<file path="src/rtg_pkg.sv">
// RTG display path
// Shared widths, types and constants
package rtg_pkg;

	////////////////////////////////////////
	// Widths and sizes
	////////////////////////////////////////
	localparam int ADDR_W            = 25;	// Memory byte address
	localparam int WORD_W            = 16;	// Fetched pixel word
	localparam int COLOR_W           = 8;	// One colour channel
	localparam int PIXW_W            = 4;	// Clocks per fetch minus one
	localparam int VBEND_W           = 7;	// Extra vblank lines
	localparam int FIFO_DEPTH        = 16;	// Words in pixel FIFO
	localparam int burst_len_default = 4;	// Words per memory burst

	////////////////////////////////////////
	// Pixel word views
	////////////////////////////////////////
	typedef struct packed {
		logic       pad;	// Unused top bit
		logic [4:0] r;
		logic [4:0] g;
		logic [4:0] b;
	} rgb555_t;

	typedef struct packed {
		logic [7:0] hi;	// First pixel shown
		logic [7:0] lo;	// Second pixel shown
	} clut_pair_t;

	// One fetched word, high-colour or two CLUT indices
	typedef union packed {
		rgb555_t    rgb555;
		clut_pair_t clut;
	} pixel_word_t;

	typedef struct packed {
		logic [COLOR_W-1:0] r;
		logic [COLOR_W-1:0] g;
		logic [COLOR_W-1:0] b;
	} rgb_t;

	// OSD top bits, foreground pixel and window background
	localparam logic [1:0] OSD_FG_R = 2'b11;
	localparam logic [1:0] OSD_FG_G = 2'b11;
	localparam logic [1:0] OSD_FG_B = 2'b11;
	localparam logic [1:0] OSD_BG_R = 2'b00;
	localparam logic [1:0] OSD_BG_G = 2'b00;
	localparam logic [1:0] OSD_BG_B = 2'b10;	// Bluish tint behind text

endpackage

</file>
<file path="src/rtg_vblank_gen.sv">
// RTG vertical blank
`timescale 1ns/1ps

module rtg_vblank_gen (
	input  logic                       CLK_114,
	input  logic                       rst_n,
	input  logic                       vblank_in,	// Chipset vblank
	input  logic                       hsync_in,
	input  logic [rtg_pkg::VBEND_W-1:0] vbend,	// Extra lines after chipset vblank
	output logic                       vblank
);
	import rtg_pkg::*;

	logic [VBEND_W-1:0] line_cnt;	// Lines since chipset vblank
	logic               hs_d;	// Delayed hsync for edge detect
	logic               hs_rise;

	assign hs_rise = hsync_in & ~hs_d;

	always_ff @(posedge CLK_114 or negedge rst_n) begin
		if (!rst_n) begin
			vblank   <= 1'b0;
			line_cnt <= '0;
			hs_d     <= 1'b0;
		end else begin
			hs_d <= hsync_in;
			if (vblank_in) begin	// Hold and rearm count
				vblank   <= 1'b1;
				line_cnt <= '0;
			end else if (line_cnt == vbend) begin
				vblank <= 1'b0;	// Extension done
			end else if (vblank && hs_rise) begin
				line_cnt <= line_cnt + 1'b1;	// One more line
			end
		end
	end

endmodule

</file>
<file path="config.mk">
export PLATFORM = sky130hd
export DESIGN_NAME = rtg_vblank_gen
export DESIGN_NICKNAME = d
export VERILOG_FILES = /design/src/rtg_pkg.sv /design/src/rtg_vblank_gen.sv
export SDC_FILE = /design/constraint.sdc
export NUM_CORES = 1
export LEC_CHECK = 0
export BUFFER_PORTS_ARGS = -buffer_cell sky130_fd_sc_hd__buf_2
export CAP_MARGIN = 5
export CORE_AREA = 5 5 42 44
export DETAILED_ROUTE_END_ITERATION = 7
export DIE_AREA = 0 0 47 49
export SETUP_SLACK_MARGIN = 0.05
export SLEW_MARGIN = 20
export SYNTH_ARGS = -nofsm -noshare
export SYNTH_HDL_FRONTEND = slang
export SYNTH_SLANG_ARGS = --single-unit
</file>
<file path="constraint.sdc">
create_clock -name CLK_114 -period 3.01 [get_ports CLK_114]
set_clock_uncertainty 0.15 [all_clocks]
set_input_delay 0.602 -clock CLK_114 [delete_from_list [all_inputs] [get_ports CLK_114]]
set_output_delay 0.602 -clock CLK_114 [all_outputs]
set_load 0.02 [all_outputs]
</file>
==> flow_summary.json <==
{
  "ys_async_sr_fraction_pct": 100,
  "die_w_um": 47,
  "wl_um": 1080,
  "muxShareOfSynthArea_pct": 1.85,
  "synth_most_common_cell": "dfrtp_1",
  "synth_area_leaders": "dfrtp_1 (42%), xor2_1 (13%), a21oi_1 (4.6%)",
  "syn_area_um2": 541,
  "synth.avg_cell_area_um2": 9.65,
  "synthCells": 56,
  "critPathCaptureType": "flop",
  "path_cells": "xor2_1 -> or4_4 -> o21ai_4 -> mux2i_1 -> nor2_1",
  "drive_gt1_share_pct": 29.0,
  "cts_tree": "done",
  "hp-class": "in2async",
  "status": "complete, no violations",
  "endpoint": "line_cnt[1]",
  "cts_root_buf": "clkbuf_4",
  "grt_pass1_vias": 437,
  "worstSetupPathType": "reg2reg",
  "path_buf_inv": 0,
  "power.density_mw_per_mm2": 401,
  "place_hpwl_um": 855,
  "place.gp.congestion": 0.773,
  "cp_max_fo": 8,
  "r2r_slack_ns": 1.06,
  "rows": 14,
  "synth_largest_area_cell": "dfrtp_1",
  "regToRegEndpoint": "line_cnt[1]",
  "arrival_ns": 1.95,
  "period_share_pct": 64.7,
  "grt_pass1_wl_um": 1860,
  "insertion_delay_ns": 0.27,
  "maxSlewViolCount": 0,
  "fin_util_pct": 44.7,
  "grt-ovfl-total": 0,
  "cp_top_family": "simple AND/OR/NAND/NOR gates",
  "cts_max_path_buffers": 2,
  "cts_resized": 0,
  "leakagePower_uw": 0.000286,
  "rsz0062_at_grt": "false",
  "dr.pass1.iters": 2,
  "yosysSeqAreaShare_pct": 41.7,
  "max_stage_delay_ns": 0.52,
  "antenna_found_initial": 0,
  "start_util_pct": 38.6,
  "synth_top_area_share_pct": 41.7,
  "synth_fa_ha_area_share_pct": 2.31,
  "r2r-start": "line_cnt[2]",
  "synthTopCellsByCount": "dfrtp_1 (9), xor2_1 (8), a21oi_1 (5), nand2_1 (5), nor2_1 (5)",
  "grt.total_usage_pct": 11.6,
  "num-fill-cells": 158,
  "crit_required_ns": 3.02,
  "post_cts_buffers": 0,
  "yosysUniqueCellTypes": 23,
  "nets": 82,
  "ios": 12,
  "cp-startpoint": "line_cnt[2]",
  "synth_top_flop_cell": "dfrtp_1",
  "die-area_mm2": 0.00230,
  "synth_nets": 68,
  "syn2layout_area_growth_pct": 16.0,
  "ant_nets": 0,
  "diodes": 0,
  "htreeDepth": 1,
  "vias_per_cell": 5.19,
  "portBuffers": 11,
  "layout.cells.non_filler": 85,
  "core-area_mm2": 0.00140,
  "peakVddDrop_v": 0.000181,
  "numCtsBuffers": 3,
  "synth_top_family_by_area": "simple AND/OR/NAND/NOR gates",
  "dr.first_iter.drc_count": 5,
  "finalSetupViolations": 0,
  "synth-edff-count": 0,
  "synthXorXnorAreaFrac_pct": 14.6,
  "setup_tns_ns": 0,
  "clk_pin_slew_worst_paths_ns": 0.06,
  "fmax_mhz": 513,
  "cap_viol_max_count": 0,
  "cp-start-kind": "flop",
  "num_vias": 441,
  "finalHoldViolations": 0,
  "die_y_um": 49,
  "worstMarginPinSlew_ns": 0.277,
  "cp_slowest_cell": "or4_4",
  "place_inst": 81,
  "whs_ns": 0.0253,
  "postCtsHoldBufs": 0,
  "slew_headroom_pct": 81.4,
  "drcViolationCount": 0,
  "synth-simple-area-share_pct": 24.5,
  "path_depth": 5,
  "synth-seq-cells": 9,
  "final.min_clock_period_ns": 1.95,
  "reg2regPathDepth": 5,
  "finalPower_uw": 252,
  "clkSinkCount": 9,
  "grt_max_degree": 10,
  "yosys_warnings": 0,
  "wl_per_cell_um": 12.7,
  "synth-compound-area-share_pct": 12.3
}
-- per-stage QoR --
step                setup slack [ns]  instance area [um^2]
detailed placement             0.797                   601
global route                   0.962                   627
floorplan                      0.992                   541
CTS                             1.05                   627
finish                          1.06                   627
global placement               0.841                   601
-- logic make-up (layout without fill, tap and decap cells) --
logic type	after synthesis	in the layout
mux	1	1
buf+inv	2	15
xor+xnor	9	9
fa+ha+maj	1	1
compound gates	11	11
simple gates	23	23
flops	9	9
-- registers in the layout, summed over array words and instances (netlist names) --
register and count:
line_cnt 7, vblank 1, hs_d 1
-- worst min-delay path by stage --
stage	start	to	slack, ns	depth (start not counted)
floorplan	rst_n	hs_d	0.16	0
global placement	rst_n	line_cnt[4]	0.32	1
detailed placement	rst_n	line_cnt[4]	0.32	1
CTS	rst_n	line_cnt[4]	0.03	1
global route	rst_n	line_cnt[1]	0.03	1
finish	rst_n	line_cnt[1]	0.03	1
-- cell usage in the layout, fill, tap and decap left out, types with 2 or more instances in the layout --
| cell | synthesis | routed |
|---|---|---|
| a21oi_1 | 5 | 5 |
| and4_1 | 2 | 2 |
| buf_2 | 0 | 11 |
| clkbuf_4 | 0 | 3 |
| dfrtp_1 | 9 | 9 |
| nand2_1 | 5 | 5 |
| nor2_1 | 5 | 5 |
| o21ai_0 | 3 | 3 |
| o21ai_1 | 2 | 2 |
| or3_2 | 3 | 3 |
| xor2_1 | 8 | 8 |
-- per-layer routing --
metal  wire (um)  share of wire [%]  track usage (%)
met1         468                 43             14.8
met2         517                 48             15.8
met3          47                4.4             2.58
met4          44                4.1             9.68
met5           0                  0                0
-- area by class of cell --
| cell class | instances | area (um^2) | area share, % |
|---|---|---|---|
| sequential | 9 | 225 | 35.9 |
| clock buffer | 4 | 26.3 | 4.19 |
| multi-input combinational | 45 | 300 | 47.9 |
| timing repair buffer | 11 | 55.1 | 8.78 |
| tap | 16 | 20.0 | 3.19 |
-- power by group --
group	internal, uW	switching, uW	leakage [uW]	total (uW)
Combinational	12.4	16.2	0.000154	28.6
Sequential	123	2.91	0.000117	126
Clock	51.3	45.4	0.0000150	96.7
No activity file was read; power rests on OpenSTA's default activity.
