### src/rtg_pkg.sv
// RTG display path
// Shared widths, types and constants
package rtg_pkg;

	////////////////////////////////////////
	// Widths and sizes
	////////////////////////////////////////
	localparam int ADDR_W            = 25;	// Memory byte address
	localparam int WORD_W            = 16;	// Fetched pixel word
	localparam int COLOR_W           = 8;	// One colour channel
	localparam int PIXW_W            = 4;	// Clocks per fetch minus one
	localparam int VBEND_W           = 7;	// Extra vblank lines
	localparam int FIFO_DEPTH        = 16;	// Words in pixel FIFO
	localparam int burst_len_default = 4;	// Words per memory burst

	////////////////////////////////////////
	// Pixel word views
	////////////////////////////////////////
	typedef struct packed {
		logic       pad;	// Unused top bit
		logic [4:0] r;
		logic [4:0] g;
		logic [4:0] b;
	} rgb555_t;

	typedef struct packed {
		logic [7:0] hi;	// First pixel shown
		logic [7:0] lo;	// Second pixel shown
	} clut_pair_t;

	// One fetched word, high-colour or two CLUT indices
	typedef union packed {
		rgb555_t    rgb555;
		clut_pair_t clut;
	} pixel_word_t;

	typedef struct packed {
		logic [COLOR_W-1:0] r;
		logic [COLOR_W-1:0] g;
		logic [COLOR_W-1:0] b;
	} rgb_t;

	// OSD top bits, foreground pixel and window background
	localparam logic [1:0] OSD_FG_R = 2'b11;
	localparam logic [1:0] OSD_FG_G = 2'b11;
	localparam logic [1:0] OSD_FG_B = 2'b11;
	localparam logic [1:0] OSD_BG_R = 2'b00;
	localparam logic [1:0] OSD_BG_G = 2'b00;
	localparam logic [1:0] OSD_BG_B = 2'b10;	// Bluish tint behind text

endpackage

### src/rtg_fetch_timer.sv
// RTG fetch timer
// Pixel-time divider and CLUT byte select
`timescale 1ns/1ps

module rtg_fetch_timer (
	input  logic                      CLK_114,
	input  logic                      rst_n,
	input  logic                      rtg_ena,
	input  logic                      rtg_ext,	// One extra pixel after active area
	input  logic [rtg_pkg::PIXW_W-1:0] pix_width,	// Clocks per fetch minus one
	input  logic                      hblank_in,
	input  logic                      vblank,	// Extended RTG vblank
	output logic                      fetch,	// FIFO read strobe
	output logic                      byte_sel,	// Low CLUT byte when set
	output logic                      blank
);
	import rtg_pkg::*;

	logic [PIXW_W-1:0] pix_ctr;	// Compared against pix_width
	logic [PIXW_W-1:0] half_width;
	logic              blank_d;	// Blank one cycle ago

	assign blank      = vblank | hblank_in;
	assign half_width = pix_width >> 1;	// Byte swap point within pixel

	// Strobe at end of pixel time, one extended pixel after active area
	assign fetch = rtg_ena && (pix_ctr == pix_width) &&
		(!blank || (!blank_d && rtg_ext));

	always_ff @(posedge CLK_114 or negedge rst_n) begin
		if (!rst_n) begin
			pix_ctr  <= '0;
			blank_d  <= 1'b0;
			byte_sel <= 1'b0;
		end else begin
			blank_d <= blank;
			if (blank || fetch) begin	// Restart pixel time
				pix_ctr  <= '0;
				byte_sel <= 1'b0;	// High byte first
			end else begin
				pix_ctr <= pix_ctr + 1'b1;
				if (pix_ctr == half_width)
					byte_sel <= 1'b1;	// Second half shows low byte
			end
		end
	end

endmodule

### config.mk
export PLATFORM = sky130hd
export DESIGN_NAME = rtg_fetch_timer
export DESIGN_NICKNAME = d
export VERILOG_FILES = /design/src/rtg_pkg.sv /design/src/rtg_fetch_timer.sv
export SDC_FILE = /design/constraint.sdc
export NUM_CORES = 1
export LEC_CHECK = 0
export ABC_AREA = 0
export BUFFER_PORTS_ARGS = -buffer_cell sky130_fd_sc_hd__buf_2
export CAP_MARGIN = 5
export CORE_AREA = 10 10 47 49
export DETAILED_ROUTE_END_ITERATION = 6
export DIE_AREA = 0 0 57 59
export PLACE_DENSITY_LB_ADDON = 0.15
export SKIP_LAST_GASP = 1
export SLEW_MARGIN = 20
export SYNTH_ARGS = -nofsm -noshare
export SYNTH_HDL_FRONTEND = slang
export SYNTH_SLANG_ARGS = --single-unit
### constraint.sdc
create_clock -name CLK_114 -period 1.7 [get_ports CLK_114]
set_clock_uncertainty 0.2 [all_clocks]
set_input_delay 0.17 -clock CLK_114 [delete_from_list [all_inputs] [get_ports CLK_114]]
set_output_delay 0.17 -clock CLK_114 [all_outputs]
set_load 0.01 [all_outputs]
==> results of run 1 <==
## worst max path at each step
stage	slack [ns]	endpoint
finish	0.004	fetch
global route	-0.04	fetch
CTS	-0.02	fetch
detailed placement	0.18	fetch
global placement	0.19	fetch
floorplan	0.25	fetch
## cell families (layout without fill, tap and decap cells)
group | count (synthesis) | after routing | share of synthesized area
AO/OA/AOI/OAI | 9 | 9 | 0.247
buffers and inverters | 5 | 28 | 0.0508
adder cells (fa/ha/maj) | 1 | 1 | 0.0339
AND/OR/NAND/NOR | 7 | 7 | 0.119
XOR/XNOR | 6 | 6 | 0.142
flip-flops | 6 | 6 | 0.407
## area by class of cell
cell class / count / area [µm²] / share of cell area
clock buffer: 3 / 22.5 / 0.0415
inverter: 4 / 15.0 / 0.0276
multi-input combinational: 23 / 203 / 0.373
sequential: 6 / 153 / 0.281
tap: 16 / 20.0 / 0.0369
timing repair buffer: 21 / 130 / 0.240
## metrics by stage
stage / setup slack, ns / instance area, µm² / instances / power, mW
2_1_floorplan: 0.246 / 369 / 34 / 0.183
3_3_place_gp: 0.185 / 453 / 62 / 0.206
3_5_place_dp: 0.175 / 453 / 62 / 0.206
4_1_cts: -0.0248 / 512 / 69 / 0.348
5_1_grt: -0.0377 / 543 / 73 / 0.368
6_report: 0.00446 / 543 / 73 / 0.348
## flip-flops by register name (all words and copies together) (netlist names)
signal / count
pix_ctr: 4
byte_sel: 1
blank_d: 1
## synthesized netlist by cell type
cell                        n
sky130_fd_sc_hd__or2_1      1
sky130_fd_sc_hd__or2b_1     1
sky130_fd_sc_hd__dfrtp_1    6
sky130_fd_sc_hd__and3_1     1
sky130_fd_sc_hd__ha_1       1
sky130_fd_sc_hd__clkbuf_1   1
sky130_fd_sc_hd__o2111a_2   1
sky130_fd_sc_hd__nand3_1    1
sky130_fd_sc_hd__xnor2_1    6
sky130_fd_sc_hd__a2111oi_4  1
sky130_fd_sc_hd__o21ai_1    1
sky130_fd_sc_hd__inv_2      1
sky130_fd_sc_hd__inv_1      3
sky130_fd_sc_hd__nand2b_1   1
sky130_fd_sc_hd__nor2b_1    2
sky130_fd_sc_hd__a41oi_1    1
sky130_fd_sc_hd__a211oi_1   5
## power groups by stage
| stage | registers, mW | clock network (mW) | logic [mW] |
|---|---|---|---|
| 6_report | 0.151 | 0.132 | 0.0654 |
| 5_1_grt | 0.151 | 0.144 | 0.0733 |
| 4_1_cts | 0.152 | 0.136 | 0.0600 |
| 3_5_place_dp | 0.154 | 0 | 0.0519 |
| 3_3_place_gp | 0.154 | 0 | 0.0515 |
| 2_1_floorplan | 0.154 | 0 | 0.0293 |
## routing by layer
layer,vias to the layer above,routed length [µm],global-route usage
met5,-,0,0
met1,163,383,0.0588
met2,12,478,0.0930
met4,0,16,0.0403
met3,3,88,0.0365
li1,167,-,-
## worst max-delay path: stages (launching register included)
cell,delay [ns]
sky130_fd_sc_hd__dfrtp_1,0.39
sky130_fd_sc_hd__or2b_1,0.24
sky130_fd_sc_hd__o2111a_2,0.15
sky130_fd_sc_hd__and3_1,0.16
sky130_fd_sc_hd__buf_2,0.13
## repair_timing
item / in CTS / in global routing
gates resized for setup: 2 / 1
endpoints found under the hold margin: 6 / 0
setup buffers: 3 / 4
pin swaps: 3 / 2
setup endpoints to repair: 1 / 1
hold buffers: 1 / 0
==> parameters.txt, run 1 <==
Parameter                              Value

Clocking
  TritonCTS clock tree ... done
  Clock root buffer ... sky130_fd_sc_hd__clkbuf_4
  Number of H-tree levels ... 1
  Total number of clock tree sinks ... 6
  CTS clk-pin slew, worst paths ... around 0.040 ns
  Maximum clock insertion buffer count ... 2
  Worst skew pair latency ... roughly 0.25 ns
  Clock buffer count from CTS ... 3

Cells and area
  Post-layout net count ... 70
  Share of layout cells above drive strength 1 ... 0.509
  Fill cell total of the finished layout ... 154
  Final Util ... 0.388
  Signed area change from the synthesized netlist to the final layout ... 47.1%
  Commonest cells after routing, fill and taps aside ... sky130_fd_sc_hd__buf_2, sky130_fd_sc_hd__buf_4, sky130_fd_sc_hd__xnor2_1
  Ant diodes ... 0
  Commonest non-fill, non-tap cell in the layout ... sky130_fd_sc_hd__buf_2

Timing
  Final setup violation count ... 0
  Slew of the pin with the lowest slew margin ... between 0.2 and 0.3 ns
  Setup TNS ... 0 ns
  Worst hold slack ... roughly 0.08 ns
  Relative max-transition margin ... 0.804
  Pins Over Slew Limit ... 0
  Final count of hold timing violations ... 0
  Shortest clock period the worst path allows after layout ... between 1.5 and 2 ns
  Final critical-path share of the clock period ... 0.997
  Setup repair after global routing missed its margin ... yes
  Maximum clock frequency ... 590 MHz

Pwr
  Power density of the placed cells ... about 640 mW/mm²
  Combinational power share ... 0.188
  Sequential share of power ... 0.432
  Internal Pwr Total ... 262 µW
  Switching power share of the total ... 0.249
  Worst IR Drop VDD ... around 0.0003 V
  Switching power ... ~87 µW
  Proportion of power drawn by the clock network ... 0.380
  Pleak ... between 0.2 and 0.25 nW

Run status
  Status ... completed

Setup path
  Required @ worst endpoint ... ~1.3 ns
  Endpoint of the most critical register-to-register path ... pix_ctr[2]
  Crit path DAT ... ~1.3 ns
  CP Launch Type ... flip-flop
  Setup slack, reg-to-reg ... 0.20 ns
  Type of the worst setup path ... reg -> out
  Nature of the critical path endpoint ... output pin
  FF-to-FF path depth ... 4
  CP Max Fanout ... 4
  Critical path origin ... pix_ctr[1]
  Critical register-to-register path startpoint ... pix_ctr[1]

Floorplan
  Area enclosed by the die boundary ... 0.00336 mm²
  Height of the die ... 59 µm
  Std cell rows ... 14
  Initial core utilization ... 0.263
  Core area ... 0.00140 mm²
  Boundary pin count ... 13
  Die Width ... around 57 µm

Synth
  Library cell with the largest summed area after synthesis ... sky130_fd_sc_hd__dfrtp_1
  Leading cell types by total area after synthesis ... sky130_fd_sc_hd__dfrtp_1, sky130_fd_sc_hd__xnor2_1, sky130_fd_sc_hd__a211oi_1
  Netlist area before placement ... ~370 µm²
  Post-synth net total ... 45
  Syn Inst Count ... 34
  Synthesis Warnings ... 0
  Sequential element share of the synthesized area ... 0.407
  Flip-flop and latch count after synthesis ... 6
  Yosys top cell area share ... 0.407
  Post-synthesis area per instance ... approximately 11 µm²
  Number of unique standard cell types used by synthesis ... 17

Global route
  Wire length of the first global-routing pass ... 1.53 mm
  Number of antenna violations at the first check in global routing ... 0
  Pin count of the biggest net entering global routing ... 9
  Total gr overflow ... 0
  GRT Total Usage ... 0.0598
  Number of global-route vias before repair ... approximately 360

Routing
  Vias per inst ... approximately 4.7
  Post-DR wirelength/cell ... approximately 13 µm
  Number of detailed-route iterations in the first pass ... 4
  Overall routed net length ... 966 µm
  ANT nets after route ... 0
  Post-route DRC violation count ... 0
  Detailed Route Iter0 Violations ... 6
  Total vias in the final route ... between 300 and 400

Placed design
  Port-buffer cells ... 12
  Placer's final routability congestion estimate ... 0.705
  Post-DP HPWL ... 716 µm

Hold path
  Class of the tightest hold or removal check ... in -> async

Run
  Max-cap violations ... 0
Power figures use the tool's default switching activity.
==> inputs of run 2 (changes only) <==
Settings changed: CELL_PAD_IN_SITES_DETAIL_PLACEMENT from default to 1, CELL_PAD_IN_SITES_GLOBAL_PLACEMENT from default to 1.
==> run 2 against run 1 <==
The flow now finishes with violations (setup timing). Cell area shrank 0.23%. Non-clock buffer count is the same. Global-route usage grew 1.5 points. Critical path depth is the same. Worst hold slack gained 0.0022 ns. Clock-buffer cell count is the same. Sequential cell count is the same. Die area is the same.
==> parameters.txt, run 2 (synthesized netlist as in run 1, its figures left out) <==
Parameter                              Value

Cells and area
  Largest register by flop count ... pix_ctr (unchanged)
  Share of layout cells above drive strength 1 ... 0.491 (was 0.509)
  Commonest non-fill, non-tap cell in the layout ... sky130_fd_sc_hd__buf_2 (unchanged)
  Commonest cells after routing, fill and taps aside ... sky130_fd_sc_hd__buf_2, sky130_fd_sc_hd__buf_4, sky130_fd_sc_hd__xnor2_1 (unchanged)
  Design area ... 542 µm² (was 543 µm²)
  Signed area change from the synthesized netlist to the final layout ... 46.8% (was 47.1%)
  Ant diodes ... 0 (unchanged)
  Registers with the highest flip-flop counts ... pix_ctr (4), blank_d (1), byte_sel (1) (unchanged)
  Final Util ... 0.387 (was 0.388)
  Largest register FFs ... 4 (unchanged)
  Post-layout net count ... 70 (unchanged)

Floorplan
  Area enclosed by the die boundary ... 0.00336 mm² (unchanged)
  Die Width ... 57 µm (unchanged)
  Initial core utilization ... 0.263 (unchanged)
  Boundary pin count ... 13 (unchanged)
  Std cell rows ... 14 (unchanged)
  Core area ... 0.00140 mm² (unchanged)
  Height of the die ... 59 µm (unchanged)

Timing
  Relative max-transition margin ... 0.809 (was 0.804)
  Setup TNS ... -0.00819 ns (was 0 ns)
  Slew of the pin with the lowest slew margin ... 0.286 ns (was 0.295 ns)
  Maximum clock frequency ... 585 MHz (was 590 MHz)
  Setup repair after global routing missed its margin ... yes (unchanged)
  Final count of hold timing violations ... 0 (unchanged)
  Final critical-path share of the clock period ... 1.00 (was 0.997)
  Final Worst Setup Slack ... -0.00819 ns (was 0.00446 ns)
  Shortest clock period the worst path allows after layout ... 1.71 ns (was 1.70 ns)
  Final setup violation count ... 1 (was 0)
  Pins Over Slew Limit ... 0 (unchanged)

Run status
  Violated checks ... setup timing
  Status ... complete, but fails checks (was completed)

Clocking
  Total number of clock tree sinks ... 6 (unchanged)
  Worst skew pair latency ... 0.25 ns (about the same)
  CTS clk-pin slew, worst paths ... 0.05 ns (was 0.04 ns)
  TritonCTS clock tree ... done (unchanged)
  Clock buffer count from CTS ... 3 (unchanged)
  Clock root buffer ... sky130_fd_sc_hd__clkbuf_4 (unchanged)
  Number of H-tree levels ... 1 (unchanged)
  Maximum clock insertion buffer count ... 2 (unchanged)

Placed design
  Placer's final routability congestion estimate ... 0.766 (was 0.705)
  Port-buffer cells ... 12 (unchanged)
  Setup slack after placement ... 0.209 ns (was 0.175 ns)
  Post-DP HPWL ... 885 µm (was 716 µm)
  Standard cell area after detailed placement ... 468 µm² (was 453 µm²)

Hold path
  Class of the tightest hold or removal check ... in -> async (unchanged)

Setup path
  Type of the worst setup path ... reg -> out (unchanged)
  Nature of the critical path endpoint ... output pin (unchanged)
  CP Max Fanout ... 5 (was 4)
  FF-to-FF path depth ... 4 (unchanged)
  Setup slack, reg-to-reg ... 0.18 ns (was 0.20 ns)
  CP Launch Type ... flip-flop (unchanged)
  Required @ worst endpoint ... 1.33 ns (about the same)
  Critical register-to-register path startpoint ... pix_ctr[1] (unchanged)
  Endpoint of the most critical register-to-register path ... pix_ctr[2] (unchanged)
  Crit path DAT ... 1.34 ns (was 1.33 ns)

Run
  Max-cap violations ... 0 (unchanged)

Routing
  Vias per inst ... 4.64 (was 4.73)
  Number of detailed-route iterations in the first pass ... 1 (was 4)
  Post-route DRC violation count ... 0 (unchanged)
  Overall routed net length ... 1.11 mm (was 966 µm)
  Total vias in the final route ... 339 (was 345)
  Post-DR wirelength/cell ... 15.1 µm (was 13.2 µm)
  Detailed Route Iter0 Violations ... 0 (was 6)
  ANT nets after route ... 0 (unchanged)

Global route
  GRT Total Usage ... 0.0747 (was 0.0598)
  Wire length of the first global-routing pass ... 1.90 mm (was 1.53 mm)
  Total gr overflow ... 0 (unchanged)
  Pin count of the biggest net entering global routing ... 9 (unchanged)
  Number of antenna violations at the first check in global routing ... 0 (unchanged)
  Number of global-route vias before repair ... 416 (was 357)

Pwr
  Post-layout total power ... 352 µW (was 348 µW)
  Worst IR Drop VDD ... 0.000218 V (was 0.000298 V)
  Power density of the placed cells ... 650 mW/mm² (was 642 mW/mm²)
  Pleak ... 0.248 nW (was 0.247 nW)
==> run 2: final cells by class <==
class                   count  area, µm²
repair buffers             21        130
well taps                  16       20.0
multi-input cells          23        203
clock buffers               3       22.5
flip-flops and latches      6        151
fillers                   175        860
inverters                   4       15.0
==> run 2: where the power goes <==
group | switching, mW | total (mW) | internal, mW
combinational | 0.0323 | 0.0673 | 0.0350
clock | 0.0538 | 0.134 | 0.0800
sequential | 0.00313 | 0.151 | 0.148
==> run 2: critical path, cell delays in order, from the launching register on <==
cell and delay (ns):
sky130_fd_sc_hd__dfrtp_2 0.40, sky130_fd_sc_hd__nor2b_2 0.07, sky130_fd_sc_hd__a2111oi_4 0.30, sky130_fd_sc_hd__and3_1 0.20, sky130_fd_sc_hd__buf_2 0.13
==> run 2: metrics by stage <==
step                      hold WS [ns]  instances
after detailed placement        -0.197         64
after global routing            0.0908         73
after CTS                       0.0829         72
after global placement          -0.201         64
after floorplan                 -0.326         34
final                           0.0812         73
==> run 2: worst max path at each step <==
stage,cells past startpoint,to,slack (ns),startpoint
6_report,4,fetch,-0.008,pix_ctr[1]
5_1_grt,4,fetch,-0.09,pix_ctr[1]
4_1_cts,4,fetch,-0.02,pix_ctr[1]
3_5_place_dp,4,fetch,0.21,pix_ctr[1]
3_3_place_gp,4,fetch,0.22,pix_ctr[1]
2_1_floorplan,3,fetch,0.25,pix_ctr[1]
==> run 2: routing by layer <==
layer	wire length [µm]	GRT usage
met5	0	0
met4	14	0.0503
met3	62	0.0322
met2	597	0.127
met1	432	0.0721
==> run 2: repair_timing <==
item                                   CTS  global route
hold buffers                             1             0
setup endpoints to repair                1             1
endpoints found under the hold margin    6             0
buffers inserted                         4             1
pin swaps                                3             0
gates resized for setup                  1             1
