===== src/rtg_pkg.sv =====
// RTG display path
// Shared widths, types and constants
package rtg_pkg;

	////////////////////////////////////////
	// Widths and sizes
	////////////////////////////////////////
	localparam int ADDR_W            = 25;	// Memory byte address
	localparam int WORD_W            = 16;	// Fetched pixel word
	localparam int COLOR_W           = 8;	// One colour channel
	localparam int PIXW_W            = 4;	// Clocks per fetch minus one
	localparam int VBEND_W           = 7;	// Extra vblank lines
	localparam int FIFO_DEPTH        = 16;	// Words in pixel FIFO
	localparam int burst_len_default = 4;	// Words per memory burst

	////////////////////////////////////////
	// Pixel word views
	////////////////////////////////////////
	typedef struct packed {
		logic       pad;	// Unused top bit
		logic [4:0] r;
		logic [4:0] g;
		logic [4:0] b;
	} rgb555_t;

	typedef struct packed {
		logic [7:0] hi;	// First pixel shown
		logic [7:0] lo;	// Second pixel shown
	} clut_pair_t;

	// One fetched word, high-colour or two CLUT indices
	typedef union packed {
		rgb555_t    rgb555;
		clut_pair_t clut;
	} pixel_word_t;

	typedef struct packed {
		logic [COLOR_W-1:0] r;
		logic [COLOR_W-1:0] g;
		logic [COLOR_W-1:0] b;
	} rgb_t;

	// OSD top bits, foreground pixel and window background
	localparam logic [1:0] OSD_FG_R = 2'b11;
	localparam logic [1:0] OSD_FG_G = 2'b11;
	localparam logic [1:0] OSD_FG_B = 2'b11;
	localparam logic [1:0] OSD_BG_R = 2'b00;
	localparam logic [1:0] OSD_BG_G = 2'b00;
	localparam logic [1:0] OSD_BG_B = 2'b10;	// Bluish tint behind text

endpackage


===== src/rtg_pixel_fifo.sv =====
// RTG pixel FIFO
// Prefetching word buffer with burst memory requests
`timescale 1ns/1ps

module rtg_pixel_fifo #(
	parameter int BURST_LEN = rtg_pkg::burst_len_default
) (
	input  logic                      CLK_114,
	input  logic                      rst_n,
	input  logic                      rtg_ena,
	input  logic                      vblank_in,	// Chipset vblank starts a new frame
	input  logic [rtg_pkg::ADDR_W-1:0] base_addr,	// Frame start, byte address
	input  logic                      fetch,	// Pop head word
	output logic                      mem_req,
	output logic [rtg_pkg::ADDR_W-1:0] mem_addr,	// Mangled byte address
	input  logic                      mem_fill,	// One burst word this cycle
	input  logic [rtg_pkg::WORD_W-1:0] mem_data,
	output rtg_pkg::pixel_word_t      word	// Show-ahead head word
);
	import rtg_pkg::*;

	localparam int PTR_W       = $clog2(FIFO_DEPTH);
	localparam int LVL_W       = PTR_W + 1;
	localparam int CNT_W       = $clog2(BURST_LEN + 1);
	localparam int BURST_BYTES = 2 * BURST_LEN;	// Two bytes per word
	localparam logic [CNT_W-1:0] LAST_BEAT = CNT_W'(BURST_LEN - 1);
	localparam logic [LVL_W-1:0] REQ_LEVEL = LVL_W'(FIFO_DEPTH - BURST_LEN);

	logic [WORD_W-1:0] fifo_mem [FIFO_DEPTH];
	logic [WORD_W-1:0] last_word;	// Repeated on underrun
	logic [PTR_W-1:0]  wr_ptr;
	logic [PTR_W-1:0]  rd_ptr;
	logic [LVL_W-1:0]  level;	// Words held
	logic [LVL_W-1:0]  level_nxt;
	logic [CNT_W-1:0]  fill_cnt;	// Beats received in current burst
	logic [ADDR_W-1:0] addr_q;	// Logical address of next burst
	logic              discard;	// Burst belongs to old frame
	logic              restart;
	logic              wr_en;
	logic              rd_en;
	logic              last_fill;
	logic              burst_due;

	////////////////////////////////////////
	// Level and handshake decode
	////////////////////////////////////////
	assign restart   = vblank_in | ~rtg_ena;	// New frame
	assign wr_en     = mem_fill & ~discard & ~restart;
	assign rd_en     = fetch & (level != '0);	// Empty read repeats last word
	assign last_fill = mem_req & mem_fill & (fill_cnt == LAST_BEAT);
	assign level_nxt = level + LVL_W'(wr_en) - LVL_W'(rd_en);
	assign burst_due = ~restart & (level_nxt <= REQ_LEVEL);	// Room for a whole burst

	// CPU address mangling on bit 23
	assign mem_addr = {addr_q[24], addr_q[23] ^ (addr_q[22] | addr_q[21]), addr_q[22:0]};

	assign word = (level != '0) ? pixel_word_t'(fifo_mem[rd_ptr]) : pixel_word_t'(last_word);

	////////////////////////////////////////
	// Storage
	////////////////////////////////////////
	always_ff @(posedge CLK_114) begin
		if (wr_en)
			fifo_mem[wr_ptr] <= mem_data;
		if (rd_en)
			last_word <= fifo_mem[rd_ptr];	// Keep popped word
	end

	////////////////////////////////////////
	// Pointers, level and burst control
	////////////////////////////////////////
	always_ff @(posedge CLK_114 or negedge rst_n) begin
		if (!rst_n) begin
			wr_ptr   <= '0;
			rd_ptr   <= '0;
			level    <= '0;
			fill_cnt <= '0;
			addr_q   <= '0;
			mem_req  <= 1'b0;
			discard  <= 1'b0;
		end else begin
			if (restart) begin	// Empty and rewind to frame start
				wr_ptr <= '0;
				rd_ptr <= '0;
				level  <= '0;
				addr_q <= base_addr;
			end else begin
				level <= level_nxt;
				if (wr_en)
					wr_ptr <= wr_ptr + 1'b1;
				if (rd_en)
					rd_ptr <= rd_ptr + 1'b1;
				if (last_fill && !discard)
					addr_q <= addr_q + ADDR_W'(BURST_BYTES);	// Next burst
			end

			if (mem_req) begin	// Burst in flight runs to completion
				if (mem_fill)
					fill_cnt <= last_fill ? '0 : fill_cnt + 1'b1;
				if (last_fill) begin
					mem_req <= burst_due;	// Back to back if room
					discard <= 1'b0;
				end else if (restart) begin
					discard <= 1'b1;	// Drop rest of stale burst
				end
			end else begin
				mem_req <= burst_due;
			end
		end
	end

endmodule


===== config.mk =====
export PLATFORM = sky130hd
export DESIGN_NAME = rtg_pixel_fifo
export DESIGN_NICKNAME = d
export VERILOG_FILES = /design/src/rtg_pkg.sv /design/src/rtg_pixel_fifo.sv
export SDC_FILE = /design/constraint.sdc
export NUM_CORES = 1
export LEC_CHECK = 0
export ABC_AREA = 1
export BUFFER_PORTS_ARGS = -buffer_cell sky130_fd_sc_hd__clkbuf_2
export CORE_UTILIZATION = 35
export DETAILED_ROUTE_END_ITERATION = 7
export PLACE_DENSITY_LB_ADDON = 0.1
export SLEW_MARGIN = 20
export SYNTH_ARGS = -nofsm -noshare
export SYNTH_HDL_FRONTEND = slang
export SYNTH_SLANG_ARGS = --single-unit

===== constraint.sdc =====
create_clock -name CLK_114 -period 2.7 [get_ports CLK_114]
set_clock_uncertainty 0.2 [all_clocks]
set_input_delay 0.54 -clock CLK_114 [delete_from_list [all_inputs] [get_ports CLK_114]]
set_output_delay 0.54 -clock CLK_114 [all_outputs]
set_load 0.01 [all_outputs]

==> results of run 1 <==
[critical path: cells and delay by family (launching register included)]
family / cells / cell delay (ns)
flip-flops: 1 / 0.57
AND/OR/NAND/NOR: 7 / 0.52
buffers and inverters: 3 / 0.49
AO/OA/AOI/OAI: 1 / 0.08
[through the flow]
step	power, mW	instance area (sq um)	utilization [%]
finish	14.0	17700	44.3
global route	14.7	17700	44.3
CTS	13.8	17200	43.2
detailed placement	8.39	15600	39.0
global placement	8.38	15600	39.0
floorplan	7.29	14300	-
[power by group]
| group | internal, mW | switching, mW | total (mW) | leakage, nW |
|---|---|---|---|---|
| clock network | 3.05 | 2.04 | 5.10 | 0.599 |
| logic | 1.36 | 1.95 | 3.31 | 3.80 |
| registers | 5.50 | 0.125 | 5.62 | 2.97 |
| total | 9.91 | 4.12 | 14.0 | 7.37 |
[final cells by class]
class / count / area [sq um] / area share, %
timing repair buffer: 186 / 1710 / 9.69
clock inverter: 25 / 241 / 1.37
tap: 525 / 657 / 3.71
clock buffer: 43 / 1000 / 5.66
inverter: 124 / 482 / 2.72
multi-input combinational: 918 / 4340 / 24.6
sequential: 315 / 9250 / 52.3
[final timing paths]
path	slack [ns]	depth (start not counted)	from	end
setup reg to reg	0.12	16	level[3]	mem_req
max in group asynchronous	1.18	3	rst_n	addr_q[4]
setup / recovery	-0.27	11	rd_ptr[0]	word[8]
hold reg to reg	0.27	2	addr_q[2]	addr_q[2]
min in group asynchronous	0.35	2	rst_n	addr_q[0]
hold / removal	0.05	3	base_addr[4]	addr_q[4]
[registers in the layout, summed over array words and instances (netlist names)]
register,count
level,5
discard,1
fifo_mem,256
mem_req,1
addr_q,25
rd_ptr,4
wr_ptr,4
last_word,16
fill_cnt,3
[what timing repair did]
item / CTS / global route
setup buffers: 9 / 7
gates cloned: 4 / 10
resized for setup: 45 / 56
endpoints found under the setup margin: 16 / 19
hold buffers: 4 / 0
pin swaps: 6 / 28
endpoints found under the hold margin: 24 / 0
[cells by family (layout without fill, tap and decap cells)]
| family | count (synthesis) | count (layout) |
|---|---|---|
| compound gates | 63 | 63 |
| xor+xnor | 6 | 6 |
| fa+ha+maj | 15 | 15 |
| buf+inv | 213 | 378 |
| flops | 315 | 315 |
| simple gates | 834 | 834 |
[cell usage after synthesis]
master / count
o211ai_1: 5
a31oi_1: 2
inv_4: 1
o22ai_1: 8
clkbuf_1: 16
xnor2_1: 1
edfxtp_1: 272
buf_1: 4
nand2_1: 552
inv_1: 120
nand4_1: 5
o21bai_1: 2
a22o_1: 1
buf_2: 29
o21ai_0: 16
ha_1: 14
buf_4: 32
buf_6: 8
nor2_1: 90
a211oi_1: 2
dfrtp_1: 43
nand3_1: 164
inv_2: 2
fa_1: 1
nor3_1: 16
xor2_1: 5
o21ai_1: 13
o21a_1: 2
nand2_2: 2
nor2_2: 4
a21oi_1: 12
clkinv_1: 1
nand3b_1: 1
[routing by layer]
metal,vias to the layer above,share of wire (%),track usage [%],wire [um]
li1,5030,-,-,-
met1,4973,47,26.8,18800
met2,234,47,31.5,18800
met3,52,4.3,2.71,1710
met4,0,1.9,5.40,756
met5,-,0,0,0
==> results.py, run 1 <==
metrics = {
    "setup_path": {
        "crit_chain": "buf_12, clkbuf_16, nor2_4, nor2_1, o21ai_1, nand3_1, nand3_1, nand2_1, nand2_1, nand2_2, buf_6",
        "cpMaxStageDelayCell": "dfrtp_4",
        "worstPathRequired_ns": 1.96,
        "cp-start-kind": "flip-flop",
        "path_class": "flip-flop to output port",
        "crit_arrival_ns": 2.23,
        "slowest_delay_ns": 0.57,
        "cp-end-kind": "output port",
        "cp_max_fo": 6,
    },
    "route": {
        "viasPerCell": 4.82,
        "detail_route.iter0.violations": 567,
        "ant_nets": 0,
        "drt-pass1-iter-count": 4,
        "vias": 10300,
        "wl_mm": 40.1,
        "post_drt_wl_per_cell_um": 18.8,
        "drcViolationCount": 0,
    },
    "yosys": {
        "ys_types": 33,
        "synth_top_area_cell": "edfxtp_1",
        "yosys.area_share.xor_xnor_pct": 0.369,
        "synth_mux_area_share_pct": 0,
        "synth-warning-count": 0,
        "ys_top_cells_by_area": "edfxtp_1 57%, nand2_1 15%, dfrtp_1 7.5%",
        "synth_area_sq_um": 14300,
        "synth_cells": 1446,
        "synth-simple-area-share_pct": 23.8,
        "synth_compound_area_share_pct": 2.52,
        "seq_area_frac_synth_pct": 64.8,
        "synthAdderAreaFrac_pct": 1.37,
        "ys_seq_elements": 315,
        "synth.avg_cell_area_sq_um": 9.86,
        "synthesis.nets": 1508,
        "yosysTopAreaCellShare_pct": 57.3,
        "synth_top_family_by_area": "simple AND/OR/NAND/NOR gates",
    },
    "timing": {
        "min_period_over_period_pct": 110,
        "period_minus_slack_ns": 2.97,
        "hold_slack_ns": 0.0482,
        "maxSlewHeadroom_pct": 56.8,
        "tns_ns": -3.91,
        "max_slew.worst_pin.slew_ns": 0.647,
        "hold_viol": 0,
        "setup_ws_ns": -0.266,
        "rsz0062_at_grt": "yes",
        "fmax_ghz": 0.337,
        "slew_viol_final": 0,
        "setup_viol": 16,
    },
    "floorplanning": {
        "die_area_sq_um": 41500,
        "pin_count": 89,
        "die_x_um": 204,
        "fp-row-count": 73,
        "core_region_area_sq_um": 39900,
        "die_y_um": 204,
        "start_util_pct": 35.7,
    },
    "finish": {
        "final_common_cell": "nand2_1",
        "n_antenna_cell": 0,
        "fillers": 3838,
        "drive_gt1_share_pct": 20.5,
        "syn_to_final_growth_pct": 24.1,
        "final_cell_mix": "531 x nand2_1, 272 x edfxtp_1, 142 x nand3_1",
        "final_nets": 1644,
        "finalNonFillerCells": 2136,
    },
    "power_and_ir_drop": {
        "p_per_area_nw_per_um2": 793,
        "irDropWorstVdd_mv": 0.736,
        "total_leakage_power_nw": 7.37,
    },
    "global_route": {
        "grt_overflow": 0,
        "antenna_found_initial": 0,
        "grt_use_total_pct": 19.3,
        "grt_pass1_vias": 10000,
        "grt_pass1_wl_mm": 60.1,
        "grt_max_degree": 43,
    },
    "clock_network": {
        "cts_tree": "yes",
        "path_clk_slew_ns": 0.06,
        "h-tree-depth": 2,
        "cts_buffers": 37,
        "clock_latency_ns": 0.54,
        "cts.path.max_buffers": 3,
        "cts_num_sinks": 315,
        "root_buffer": "clkbuf_16",
    },
    "status": {
        "violations": "negative setup slack",
        "status": "finished, violations left",
    },
    "placed_design": {
        "place_ws_ns": -0.108,
        "hpwl_mm": 23.1,
        "gp_congestion": 0.780,
        "io_buffers": 88,
        "dp.cells": 2035,
    },
    "run": {
        "drv_cap": 0,
    },
    "hold_path": {
        "min-delay-path-class": "primary input to flip-flop",
    },
}
No activity file was read; power rests on OpenSTA's default activity.
==> inputs of run 2 (changes only) <==
REMOVE_ABC_BUFFERS = 1   (was not set)
==> results.py, run 2 (synthesis gave the netlist of run 1 again) <==
metrics = {
    "status": {
        "status": "finished, violations left",
        "violations": "negative setup slack",
    },
    "finish": {
        "syn_to_final_growth_pct": 22.0,
        "top_register": "fifo_mem",
        "reg_top3": "fifo_mem x256, addr_q x25, last_word x16",
        "fillers": 3860,
        "multi_input_area_sq_um": 4250,
        "regArea_sq_um": 9250,
        "final_nets": 1640,
        "drive_gt1_share_pct": 18.5,
        "largest_register_ffs": 256,
        "final_cell_mix": "537 x nand2_1, 272 x edfxtp_1, 149 x nand3_1",
        "final_common_cell": "nand2_1",
        "n_antenna_cell": 0,
    },
    "global_route": {
        "grt_overflow": 0,
        "grtUsageMet2_pct": 31.9,
        "grt.met3_usage_pct": 3.05,
        "grt_max_degree": 56,
        "grt_pass1_wl_mm": 60.6,
        "antenna_found_initial": 0,
        "met1_usage_pct": 26.5,
        "grt_pass1_vias": 9978,
        "grt_use_total_pct": 19.6,
        "grt-busiest-layer": "met2",
    },
    "setup_path": {
        "ff2ff_path_depth": 17,
        "cpMaxStageDelayCell": "dfrtp_4",
        "crit_arrival_ns": 2.14,
        "cp-end-kind": "output port",
        "critPathBufInv": 3,
        "crit_family": "simple AND/OR/NAND/NOR gates",
        "worstReg2RegStart": "level[2]",
        "crit_chain": "buf_6, buf_12, nor2_1, nor2_1, o21ai_1, nand3_1, nand3_1, nand2_1, nand2_1, nand2_1, clkbuf_2",
        "path_depth": 11,
        "r2r_end": "mem_req",
        "cp-startpoint": "rd_ptr[0]",
        "slowest_delay_ns": 0.53,
        "cp-endpoint": "word[1]",
        "worstPathRequired_ns": 1.96,
        "reg2reg_slack_ns": 0.02,
        "cp-start-kind": "flip-flop",
        "cp_max_fo": 20,
        "path_class": "flip-flop to output port",
        "cp_common_cell": "nand2_1",
    },
    "timing": {
        "min_period_over_period_pct": 107,
        "period_minus_slack_ns": 2.88,
        "slew_viol_final": 0,
        "hold_viol": 0,
        "setup_viol": 16,
        "fmax_ghz": 0.347,
        "setup_ws_ns": -0.182,
        "maxSlewHeadroom_pct": 58.9,
        "max_slew.worst_pin.slew_ns": 0.617,
        "hold_slack_ns": 0.0593,
        "rsz0062_at_grt": "yes",
    },
    "clock_network": {
        "cts_buffers": 38,
        "cts_tree": "yes",
        "path_clk_slew_ns": 0.05,
        "clock_latency_ns": 0.54,
        "root_buffer": "clkbuf_16",
        "cts_num_sinks": 315,
        "h-tree-depth": 2,
        "cts.path.max_buffers": 3,
    },
    "route": {
        "post_drt_wl_per_cell_um": 18.9,
        "drt-pass1-iter-count": 5,
        "viasPerCell": 4.77,
        "vias": 10200,
        "drcViolationCount": 0,
        "ant_nets": 0,
        "wl_mm": 40.2,
        "detail_route.iter0.violations": 573,
    },
    "floorplanning": {
        "fp-row-count": 73,
        "pin_count": 89,
        "die_area_sq_um": 41500,
        "start_util_pct": 35.7,
        "die_x_um": 204,
        "die_y_um": 204,
        "core_region_area_sq_um": 39900,
    },
    "power_and_ir_drop": {
        "switching_share_pct": 29.9,
        "pwr-share-comb_pct": 24.5,
        "power_mw": 13.6,
        "total_leakage_power_nw": 7.23,
        "power.share.clock_pct": 34.2,
        "p_per_area_nw_per_um2": 783,
        "seqPwrFrac_pct": 41.3,
        "p_sw_mw": 4.07,
        "internal_power_mw": 9.55,
        "irDropWorstVdd_mv": 0.407,
    },
    "run": {
        "drv_cap": 0,
    },
    "hold_path": {
        "min-delay-path-class": "primary input to flip-flop",
    },
    "placed_design": {
        "io_buffers": 88,
        "gp_congestion": 0.757,
        "hpwl_mm": 22.1,
        "place_ws_ns": -0.0507,
    },
}
## run 2: how the worst min path moves through the flow
stage	slack, ns	startpoint	endpoint	cells after the start
after floorplan	0.04	rst_n	addr_q[0]	0
after global placement	0.26	addr_q[0]	addr_q[0]	2
after detailed placement	0.26	addr_q[0]	addr_q[0]	2
after CTS	0.03	base_addr[4]	addr_q[4]	3
after global routing	0.07	base_addr[4]	addr_q[4]	3
final	0.06	base_addr[4]	addr_q[4]	3
## run 2: layer usage
layer | wire length, um | up-vias
met5 | 0 | -
met4 | 1110 | 0
met2 | 19000 | 177
li1 | - | 5008
met3 | 1640 | 64
met1 | 18500 | 4910
## run 2: what timing repair did
item                       4_1_cts  5_1_grt
setup endpoints to repair       17       20
pin swaps                       11       13
hold buffers                     4        0
buffers inserted                22        0
gates resized for setup         55       26
hold endpoints to repair        22        0
gates cloned                     6        5
## run 2: final cells by class
cell class              count  share of cell area (%)
flip-flops and latches    315                    53.2
multi-input cells         918                    24.5
repair buffers            181                    9.49
clock buffers              53                    5.91
well taps                 525                    3.78
inverters                 124                    2.76
clock inverters            15                   0.403
## run 2: power groups by stage
stage	Combinational [mW]	Clock (mW)	Sequential (mW)
3_3_place_gp	2.56	0	5.72
2_1_floorplan	1.38	0	5.77
4_1_cts	3.26	4.77	5.62
5_1_grt	3.72	4.95	5.64
3_5_place_dp	2.59	0	5.72
6_report	3.34	4.66	5.62
## run 2: worst register-to-register path, delay by kind of cell (launching register included)
kind | cells | cell delay, ns
DFF | 1 | 0.40
buffers and inverters | 6 | 0.35
and+or+nand+nor | 6 | 0.46
adders and majority gates | 4 | 1.05
AOI/OAI and AO/OA | 1 | 0.10
## run 2: per-stage QoR
step | util [%] | cells | setup TNS [ns] | area (sq um)
after global placement | 38.8 | 2028 | 0 | 15500
after floorplan | - | 1357 | -192.43 | 13700
after detailed placement | 38.8 | 2028 | -0.0507 | 15500
after CTS | 43.1 | 2128 | -3.46 | 17200
final | 43.6 | 2131 | -2.43 | 17400
after global routing | 43.6 | 2131 | -4.66 | 17400
